## src/logic/conv_pkg.sv

```systemverilog
`default_nettype none

package conv_pkg;

	////////////////////
	// Layer geometry
	////////////////////

	// Pixel, weight and output word
	localparam int WIDTH = 16;
	// Product, accumulator and bias word
	localparam int ACC_WIDTH = 2 * WIDTH;

	// One MAC lane per output channel
	localparam int NUM_LANES = 8;
	localparam int CHIN = 4;
	localparam int KERNEL_DIM = 3;
	// Beats in one kernel window
	localparam int WINDOW_BEATS = KERNEL_DIM * KERNEL_DIM * CHIN;
	localparam int ADDR_WIDTH = $clog2(WINDOW_BEATS);

	// Output map is WOUT by WOUT, one window per output pixel
	localparam int WOUT = 3;
	localparam int NUM_WINDOWS = WOUT * WOUT;
	// Fraction bits dropped when requantizing
	localparam int FRAC_BITS = 14;

	// Sequencer state
	typedef enum logic [1:0] {
		SEQ_IDLE,
		SEQ_RUN,
		SEQ_END
	} seq_state_t;

	////////////////////
	// Constant tables
	////////////////////

	// Weights in -4..4, scaled by 2**10
	function automatic logic signed [WIDTH-1:0] weight_of(input int lane, input int addr);
		int w;
		w = (((lane * 5 + addr * 3) % 9) - 4) * (2 ** 10);
		return WIDTH'(w);
	endfunction

	// Bias per lane, scaled by 2**20
	function automatic logic signed [ACC_WIDTH-1:0] bias_of(input int lane);
		int b;
		b = (lane * 3 - 10) * (2 ** 20);
		return ACC_WIDTH'(b);
	endfunction

endpackage

`default_nettype wire
```

## src/logic/conv_layer.sv

```systemverilog
`timescale 1ns/1ns
`default_nettype none

module conv_layer (
	input  logic                       clk,
	input  logic                       rst_n,
	input  logic                       layer_en,
	input  logic [conv_pkg::WIDTH-1:0] ifm,
	input  logic                       ram_feedback,
	output logic [conv_pkg::WIDTH-1:0] ofm [conv_pkg::NUM_LANES],
	output logic                       sample,
	output logic                       finish
);

	// Sequencer to ROM and lanes
	logic [conv_pkg::ADDR_WIDTH-1:0] rom_addr;
	logic [conv_pkg::WIDTH-1:0] pix_q;
	logic beat_en_q;
	logic acc_clr;
	// Registered weights, one per lane
	logic signed [conv_pkg::WIDTH-1:0] weights [conv_pkg::NUM_LANES];
	// Lane sums into the output stage
	logic signed [conv_pkg::ACC_WIDTH-1:0] acc [conv_pkg::NUM_LANES];

	////////////////////
	// Control
	////////////////////

	layer_sequencer u_seq (
		.clk          (clk),
		.rst_n        (rst_n),
		.layer_en     (layer_en),
		.ifm          (ifm),
		.ram_feedback (ram_feedback),
		.rom_addr     (rom_addr),
		.pix_q        (pix_q),
		.beat_en_q    (beat_en_q),
		.acc_clr      (acc_clr),
		.sample       (sample),
		.finish       (finish)
	);

	weight_rom u_rom (
		.clk     (clk),
		.rst_n   (rst_n),
		.addr    (rom_addr),
		.weights (weights)
	);

	////////////////////
	// MAC lanes
	////////////////////

	// Same pixel broadcast to every lane
	for (genvar l = 0; l < conv_pkg::NUM_LANES; l++) begin : g_lane
		mac u_mac (
			.clk   (clk),
			.rst_n (rst_n),
			.clr   (acc_clr),
			.en    (beat_en_q),
			.pix   (pix_q),
			.ker   (weights[l]),
			.acc   (acc[l])
		);
	end

	// Bias, ReLU and requantization
	requant_relu u_out (
		.clk   (clk),
		.rst_n (rst_n),
		.clr   (acc_clr),
		.acc   (acc),
		.ofm   (ofm)
	);

endmodule

`default_nettype wire

```

## src/logic/layer_sequencer.sv

```systemverilog
`timescale 1ns/1ns
`default_nettype none

module layer_sequencer (
	input  logic                            clk,
	input  logic                            rst_n,
	input  logic                            layer_en,
	input  logic [conv_pkg::WIDTH-1:0]      ifm,
	input  logic                            ram_feedback,
	output logic [conv_pkg::ADDR_WIDTH-1:0] rom_addr,
	output logic [conv_pkg::WIDTH-1:0]      pix_q,
	output logic                            beat_en_q,
	output logic                            acc_clr,
	output logic                            sample,
	output logic                            finish
);

	conv_pkg::seq_state_t state;

	// Accepted beat, layer not yet ended
	logic beat;
	// Delay pipeline toward the lanes
	logic [conv_pkg::WIDTH-1:0] pix_d1;
	logic beat_en_d1;
	// Window clear, ROM side and its first delay
	logic rom_clr;
	logic clr_d1;
	// One window finished in the lanes
	logic window_done;
	logic [$clog2(conv_pkg::NUM_WINDOWS)-1:0] win_cnt;
	// Downstream buffer has answered
	logic fb_seen;

	assign beat = layer_en && (state != conv_pkg::SEQ_END);

	////////////////////
	// Input delay
	////////////////////

	// Pixel reaches the multiplier two cycles after it enters
	always_ff @(posedge clk) begin
		pix_d1 <= ifm;
		pix_q  <= pix_d1;
	end

	always_ff @(posedge clk or negedge rst_n) begin
		if (!rst_n) begin
			beat_en_d1 <= 1'b0;
			beat_en_q  <= 1'b0;
		end else begin
			beat_en_d1 <= beat;
			beat_en_q  <= beat_en_d1;
		end
	end

	////////////////////
	// Beat counter
	////////////////////

	// Address runs on accepted beats only, wraps at the window end
	always_ff @(posedge clk or negedge rst_n) begin
		if (!rst_n) begin
			rom_addr <= '0;
			rom_clr  <= 1'b0;
		end else begin
			rom_clr <= 1'b0;
			if (beat) begin
				if (int'(rom_addr) == conv_pkg::WINDOW_BEATS - 1) begin
					rom_addr <= '0;
					rom_clr  <= 1'b1;
				end else begin
					rom_addr <= rom_addr + 1'b1;
				end
			end
		end
	end

	// Clear delayed twice to meet the first weight of the next window
	// Sample trails the clear by one, when ofm is updated
	always_ff @(posedge clk or negedge rst_n) begin
		if (!rst_n) begin
			clr_d1  <= 1'b0;
			acc_clr <= 1'b0;
			sample  <= 1'b0;
		end else begin
			clr_d1  <= rom_clr;
			acc_clr <= clr_d1;
			sample  <= acc_clr;
		end
	end

	////////////////////
	// Window timer
	////////////////////

	assign window_done = acc_clr && (state == conv_pkg::SEQ_RUN);

	always_ff @(posedge clk or negedge rst_n) begin
		if (!rst_n) begin
			state   <= conv_pkg::SEQ_IDLE;
			win_cnt <= '0;
		end else begin
			case (state)
				conv_pkg::SEQ_IDLE: begin
					if (layer_en) state <= conv_pkg::SEQ_RUN;
				end
				conv_pkg::SEQ_RUN: begin
					if (window_done) begin
						win_cnt <= win_cnt + 1'b1;
						// Last window of the layer
						if (int'(win_cnt) == conv_pkg::NUM_WINDOWS - 1) begin
							state <= conv_pkg::SEQ_END;
						end
					end
				end
				// Ended layer waits for reset
				conv_pkg::SEQ_END: state <= conv_pkg::SEQ_END;
				default: state <= conv_pkg::SEQ_IDLE;
			endcase
		end
	end

	////////////////////
	// Finish
	////////////////////

	// Feedback strobe sticks until reset
	always_ff @(posedge clk or negedge rst_n) begin
		if (!rst_n) fb_seen <= 1'b0;
		else if (ram_feedback) fb_seen <= 1'b1;
	end

	assign finish = (state == conv_pkg::SEQ_END) && !fb_seen;

endmodule

`default_nettype wire

```

## src/logic/requant_relu.sv

```systemverilog
`timescale 1ns/1ns
`default_nettype none

module requant_relu (
	input  logic                                  clk,
	input  logic                                  rst_n,
	input  logic                                  clr,
	input  logic signed [conv_pkg::ACC_WIDTH-1:0] acc [conv_pkg::NUM_LANES],
	output logic [conv_pkg::WIDTH-1:0]            ofm [conv_pkg::NUM_LANES]
);

	// Accumulator plus bias, per lane
	logic signed [conv_pkg::ACC_WIDTH-1:0] sum [conv_pkg::NUM_LANES];

	////////////////////
	// Bias add
	////////////////////

	always_comb begin
		for (int l = 0; l < conv_pkg::NUM_LANES; l++) begin
			sum[l] = acc[l] + conv_pkg::bias_of(l);
		end
	end

	////////////////////
	// ReLU and requant
	////////////////////

	// Clear edge holds the finished sum of the previous window
	always_ff @(posedge clk or negedge rst_n) begin
		if (!rst_n) begin
			for (int l = 0; l < conv_pkg::NUM_LANES; l++) begin
				ofm[l] <= '0;
			end
		end else if (clr) begin
			for (int l = 0; l < conv_pkg::NUM_LANES; l++) begin
				if (sum[l][conv_pkg::ACC_WIDTH-1]) begin
					// Negative sum clamps to zero
					ofm[l] <= '0;
				end else begin
					// No saturation, upper bits simply dropped
					ofm[l] <= {1'b0,
						sum[l][conv_pkg::FRAC_BITS+conv_pkg::WIDTH-2:conv_pkg::FRAC_BITS]};
				end
			end
		end
	end

endmodule

`default_nettype wire

```

## src/logic/weight_rom.sv

```systemverilog
`timescale 1ns/1ns
`default_nettype none

module weight_rom (
	input  logic                                 clk,
	input  logic                                 rst_n,
	input  logic [conv_pkg::ADDR_WIDTH-1:0]      addr,
	output logic signed [conv_pkg::WIDTH-1:0]    weights [conv_pkg::NUM_LANES]
);

	// Constant table, one row per lane
	logic signed [conv_pkg::WIDTH-1:0] rom_table [conv_pkg::NUM_LANES][conv_pkg::WINDOW_BEATS];
	// ROM output register
	logic signed [conv_pkg::WIDTH-1:0] rom_q [conv_pkg::NUM_LANES];

	////////////////////
	// Table contents
	////////////////////

	// Filled at elaboration from the package rule
	for (genvar l = 0; l < conv_pkg::NUM_LANES; l++) begin : g_lane
		for (genvar a = 0; a < conv_pkg::WINDOW_BEATS; a++) begin : g_addr
			assign rom_table[l][a] = conv_pkg::weight_of(l, a);
		end
	end

	////////////////////
	// Read pipeline
	////////////////////

	// Two stages, so the weight meets the twice delayed pixel
	always_ff @(posedge clk or negedge rst_n) begin
		if (!rst_n) begin
			for (int l = 0; l < conv_pkg::NUM_LANES; l++) begin
				rom_q[l]   <= '0;
				weights[l] <= '0;
			end
		end else begin
			for (int l = 0; l < conv_pkg::NUM_LANES; l++) begin
				// Address never passes WINDOW_BEATS-1
				rom_q[l]   <= rom_table[l][addr];
				// Kernel register in front of the lane
				weights[l] <= rom_q[l];
			end
		end
	end

endmodule

`default_nettype wire

```

## src/logic/mac.sv

```systemverilog
`timescale 1ns/1ns
`default_nettype none

module mac (
	input  logic                                  clk,
	input  logic                                  rst_n,
	input  logic                                  clr,
	input  logic                                  en,
	input  logic signed [conv_pkg::WIDTH-1:0]     pix,
	input  logic signed [conv_pkg::WIDTH-1:0]     ker,
	output logic signed [conv_pkg::ACC_WIDTH-1:0] acc
);

	// Full precision product, both operands sign extended
	logic signed [conv_pkg::ACC_WIDTH-1:0] prod;

	assign prod = pix * ker;

	////////////////////
	// Accumulator
	////////////////////

	always_ff @(posedge clk or negedge rst_n) begin
		if (!rst_n) begin
			acc <= '0;
		end else if (clr) begin
			// First beat of the next window, loaded instead of added
			// Idle cycle on the clear starts the window from zero
			acc <= en ? prod : '0;
		end else if (en) begin
			acc <= acc + prod;
		end
		// Otherwise hold across idle cycles
	end

endmodule

`default_nettype wire

```

## config.mk

```make
export PLATFORM = sky130hd
export DESIGN_NAME = conv_layer
export DESIGN_NICKNAME = d
export VERILOG_FILES = /design/src/logic/conv_pkg.sv /design/src/logic/conv_layer.sv /design/src/logic/layer_sequencer.sv /design/src/logic/requant_relu.sv /design/src/logic/weight_rom.sv /design/src/logic/mac.sv
export SDC_FILE = /design/constraint.sdc
export NUM_CORES = 2
export LEC_CHECK = 0
export BUFFER_PORTS_ARGS = -buffer_cell sky130_fd_sc_hd__buf_4
export CORE_MARGIN = 8
export CORE_UTILIZATION = 55
export DETAILED_ROUTE_END_ITERATION = 10
export GPL_TIMING_DRIVEN = 0
export PLACE_DENSITY = 0.77
export SETUP_SLACK_MARGIN = 0.02
export SLEW_MARGIN = 30
export SYNTH_ARGS = -nofsm -noshare
export SYNTH_HDL_FRONTEND = slang
export SYNTH_SLANG_ARGS = --single-unit
```

## constraint.sdc

```tcl
create_clock -name clk -period 12.4 [get_ports clk]
set_input_delay 2.48 -clock clk [delete_from_list [all_inputs] [get_ports clk]]
set_output_delay 2.48 -clock clk [all_outputs]
set_load 0.005 [all_outputs]
```

==> metrics.log <==
INFO  metric run_status = complete, no violations
INFO  metric final.fill_count = 7238
INFO  metric residual_drc = 0
INFO  metric crit_path_kind = flip-flop to flip-flop
INFO  metric io-pin-count = 150
INFO  metric rr_startpoint = u_rom.weights[123]$_DFF_PN0_
INFO  metric mostFrequentLayoutCell = ha_1
INFO  metric vias_per_cell = 5.94
INFO  metric grt_max_degree = 86
INFO  metric synthFlopType = dfrtp_1
INFO  metric port_buffers = 141
INFO  metric path_common_cell = ha_1
INFO  metric synth_async_sr_flop_share = 91.1%
INFO  metric post_synth_inst_count = 4992
INFO  metric detail-route-antenna-nets = 0
INFO  metric postSynthRegisterBits = 359
INFO  metric final_worst_clock_skew = 0.0427 ns
INFO  metric die_width = 309 um
INFO  metric grt_setup_unrepaired = false
INFO  metric drt_first_pass_iters = 7
INFO  metric slew_headroom = 28.7%
INFO  metric cts_htree_levels = 2
INFO  metric fmaxAchievable = 0.108 GHz
INFO  metric crit_end = g_lane[0].u_mac.acc[31]$_DFFE_PN0P_
INFO  metric drt-initial-drc-count = 3038
INFO  metric ys_seq_area_share = 18.7%
INFO  metric grt_overflow = 0
INFO  metric cts.reportedPaths.clkPinSlew = 0.07 ns
INFO  metric rr_worst_depth = 32
INFO  metric ys.warnings.count = 0
INFO  metric floorplan.core_area = 0.0850 mm2
INFO  metric max_cap_viol_count = 0
INFO  metric floorplan.die_area = 0.0952 mm2
INFO  metric synth_to_final_area_change = 9.11%
INFO  metric worst_skew_pair.late_latency = 0.63 ns
INFO  metric postCtsSetupBuffers = 0
INFO  metric period_needed = 9.26 ns
INFO  metric cts_tree = yes
INFO  metric cts.sink_count = 359
INFO  metric worstMarginPinSlew = 1.07 ns
INFO  metric max-clock-path-buffers = 3
INFO  metric setup.worst_path.end_class = flip-flop
INFO  metric cp.arrival = 9.77 ns
INFO  metric wire_length_of_the_first_global_routing_pass = 226 mm
INFO  metric crit_path_top_delay_cell = clkbuf_1
INFO  metric setup_failing_eps_final = 0
INFO  metric startpoint_type = flip-flop
INFO  metric regToRegSetupSlack = 3.14 ns
INFO  metric period_share = 74.7%
INFO  metric worst_hold_path_type = flip-flop to flip-flop
INFO  metric layout.cells.most_common_list = ha_1 (812), inv_1 (710), fa_1 (434)
INFO  metric post_synth_num_cell_types = 93
INFO  metric drive_above_1_share = 5.95%
INFO  metric routed-via-count = 37800
INFO  metric hold_violations = 0
INFO  metric grt_pass1_vias = 38500
INFO  metric ctsResizeCount = 0
INFO  metric die_height = 309 um
INFO  metric rr_endpoint = g_lane[0].u_mac.acc[31]$_DFFE_PN0P_
INFO  metric route.detailed.wl_per_inst = 23.2 um
INFO  metric cts_hold_fix_bufs = 0
INFO  metric setup_tns = 0 ns
INFO  metric root_buffer = clkbuf_16
INFO  metric post-dp-hpwl = 123 mm
INFO  metric timing_max_transition_violations_final = 0
INFO  metric critPathMaxFanout = 10
INFO  metric global_placer_s_final_weighted_congestion = 1.02
INFO  metric totalWireLength = 148 mm
INFO  metric floorplan.initialDensity = 55.4%
INFO  metric synth_edf_count = 0
INFO  metric number_of_placement_rows = 107
INFO  metric min_from = u_seq.pix_d1[8]$_DFF_P_
INFO  metric syn-cell-area = 0.0471 mm2
INFO  metric cp_slowest_stage_delay = 0.69 ns
INFO  metric antenna_found_initial = 2
INFO  metric grt_util_all_layers = 31.0%
INFO  metric critical_path_required = 12.91 ns
INFO  metric cts_buffers = 43
INFO  metric num-nets-final = 6455
INFO  metric syn-mean-instance-area = 9.43 um2
INFO  metric crit_path_start = u_rom.weights[123]$_DFF_PN0_
## registers in the layout (all words and copies together) (netlist names)
signal            cells
u_seq.beat_en_d1      1
g_lane.u_mac.acc    176
u_out.ofm           120
u_seq.rom_addr        6
u_rom.rom_q           6
u_seq.beat_en_q       1
u_seq.rom_clr         1
u_seq.state           2
u_seq.fb_seen         1
u_seq.pix_q          16
u_rom.weights         6
u_seq.win_cnt         4
u_seq.clr_d1          1
u_seq.sample          1
u_seq.pix_d1         16
u_seq.acc_clr         1
## routing by layer
layer / routed length [um] / vias to the layer above / GRT usage (%)
li1: - / 17300 / -
met1: 59200 / 18500 / 39.8
met2: 65900 / 1649 / 49.2
met3: 13100 / 352 / 6.48
met4: 9850 / 0 / 16.7
met5: 0 / - / 0
## cells in the mapped netlist, drive strengths merged, types with 25 or more instances
cell       n  area [um2]
a21oi    244        1220
dfxtp     32         641
dfrtp    327        8180
nand2b    75         469
nor3      58         295
clkbuf   110         417
fa       434        8690
a21o      74         559
o21ai    270        1360
o21a      34         255
nor2     213         800
inv      713        2680
a211oi    25         193
nor2b     36         225
a31oi     27         188
a22o      92         806
nand2    358        1340
buf       32         175
xor2     121        1060
ha       812       10200
o2bb2ai   35         307
nand3     65         325
and2      64         400
o21bai    68         510
xnor2    286        2510
o22ai     25         156
mux2i    112        1120
## critical path, delay by kind of cell, from the launching register on
family / cells / cell delay (ns)
buffers and inverters: 6 / 1.52
DFF: 1 / 0.34
adders and majority gates: 9 / 3.42
and+or+nand+nor: 7 / 1.22
AOI/OAI and AO/OA: 9 / 2.14
xor gates and xnor gates: 1 / 0.48
## area by class of cell
class                      instances  area, um2  area share, %
buffer                           142        619           1.21
timing repair buffer             145       1180           2.29
inverter                         716       2690           5.23
antenna                            1       2.50        0.00487
multi-input combinational       3782      35000           68.2
sequential                       359       8820           17.2
clock buffer                      52       1150           2.24
clock inverter                    28        464          0.904
tap                             1144       1430           2.79
## cells by family (layout without fill, tap and decap cells)
logic type,Yosys count,after routing,synth area share [%]
AO/OA/AOI/OAI,1037,1037,14.5
buffers and inverters,858,1083,6.96
multiplexers,115,115,2.45
XOR/XNOR,407,407,7.59
other,1,9,0.00796
adder cells (fa/ha/maj),1251,1251,40.1
flip-flops,359,359,18.7
AND/OR/NAND/NOR,964,964,9.57
## through the flow
step / hold WS, ns / worst slack, ns / instance area (um2) / util, % / std cells
finish: 0.304 / 3.14 / 51400 / 60.4 / 6369
global route: 0.332 / 2.86 / 51400 / 60.4 / 6368
CTS: 0.312 / 3.21 / 51400 / 60.4 / 6368
detailed placement: 0.312 / 3.26 / 49700 / 58.5 / 6288
global placement: 0.312 / 3.29 / 49600 / 58.3 / 6284
floorplan: 0.310 / 5.40 / 47100 / - / 4999
## how the worst min path moves through the flow
stage	depth (start not counted)	endpoint
2_1_floorplan	0	u_seq.pix_q[0]$_DFF_P_
3_3_place_gp	0	u_seq.pix_q[1]$_DFF_P_
3_5_place_dp	0	u_seq.pix_q[10]$_DFF_P_
4_1_cts	0	u_seq.pix_q[14]$_DFF_P_
5_1_grt	0	u_seq.pix_q[8]$_DFF_P_
6_report	0	u_seq.pix_q[8]$_DFF_P_
Power is left out: the tool's default activity adds up to more than one toggle a clock period on the data nets, which glitch-free logic cannot reach.
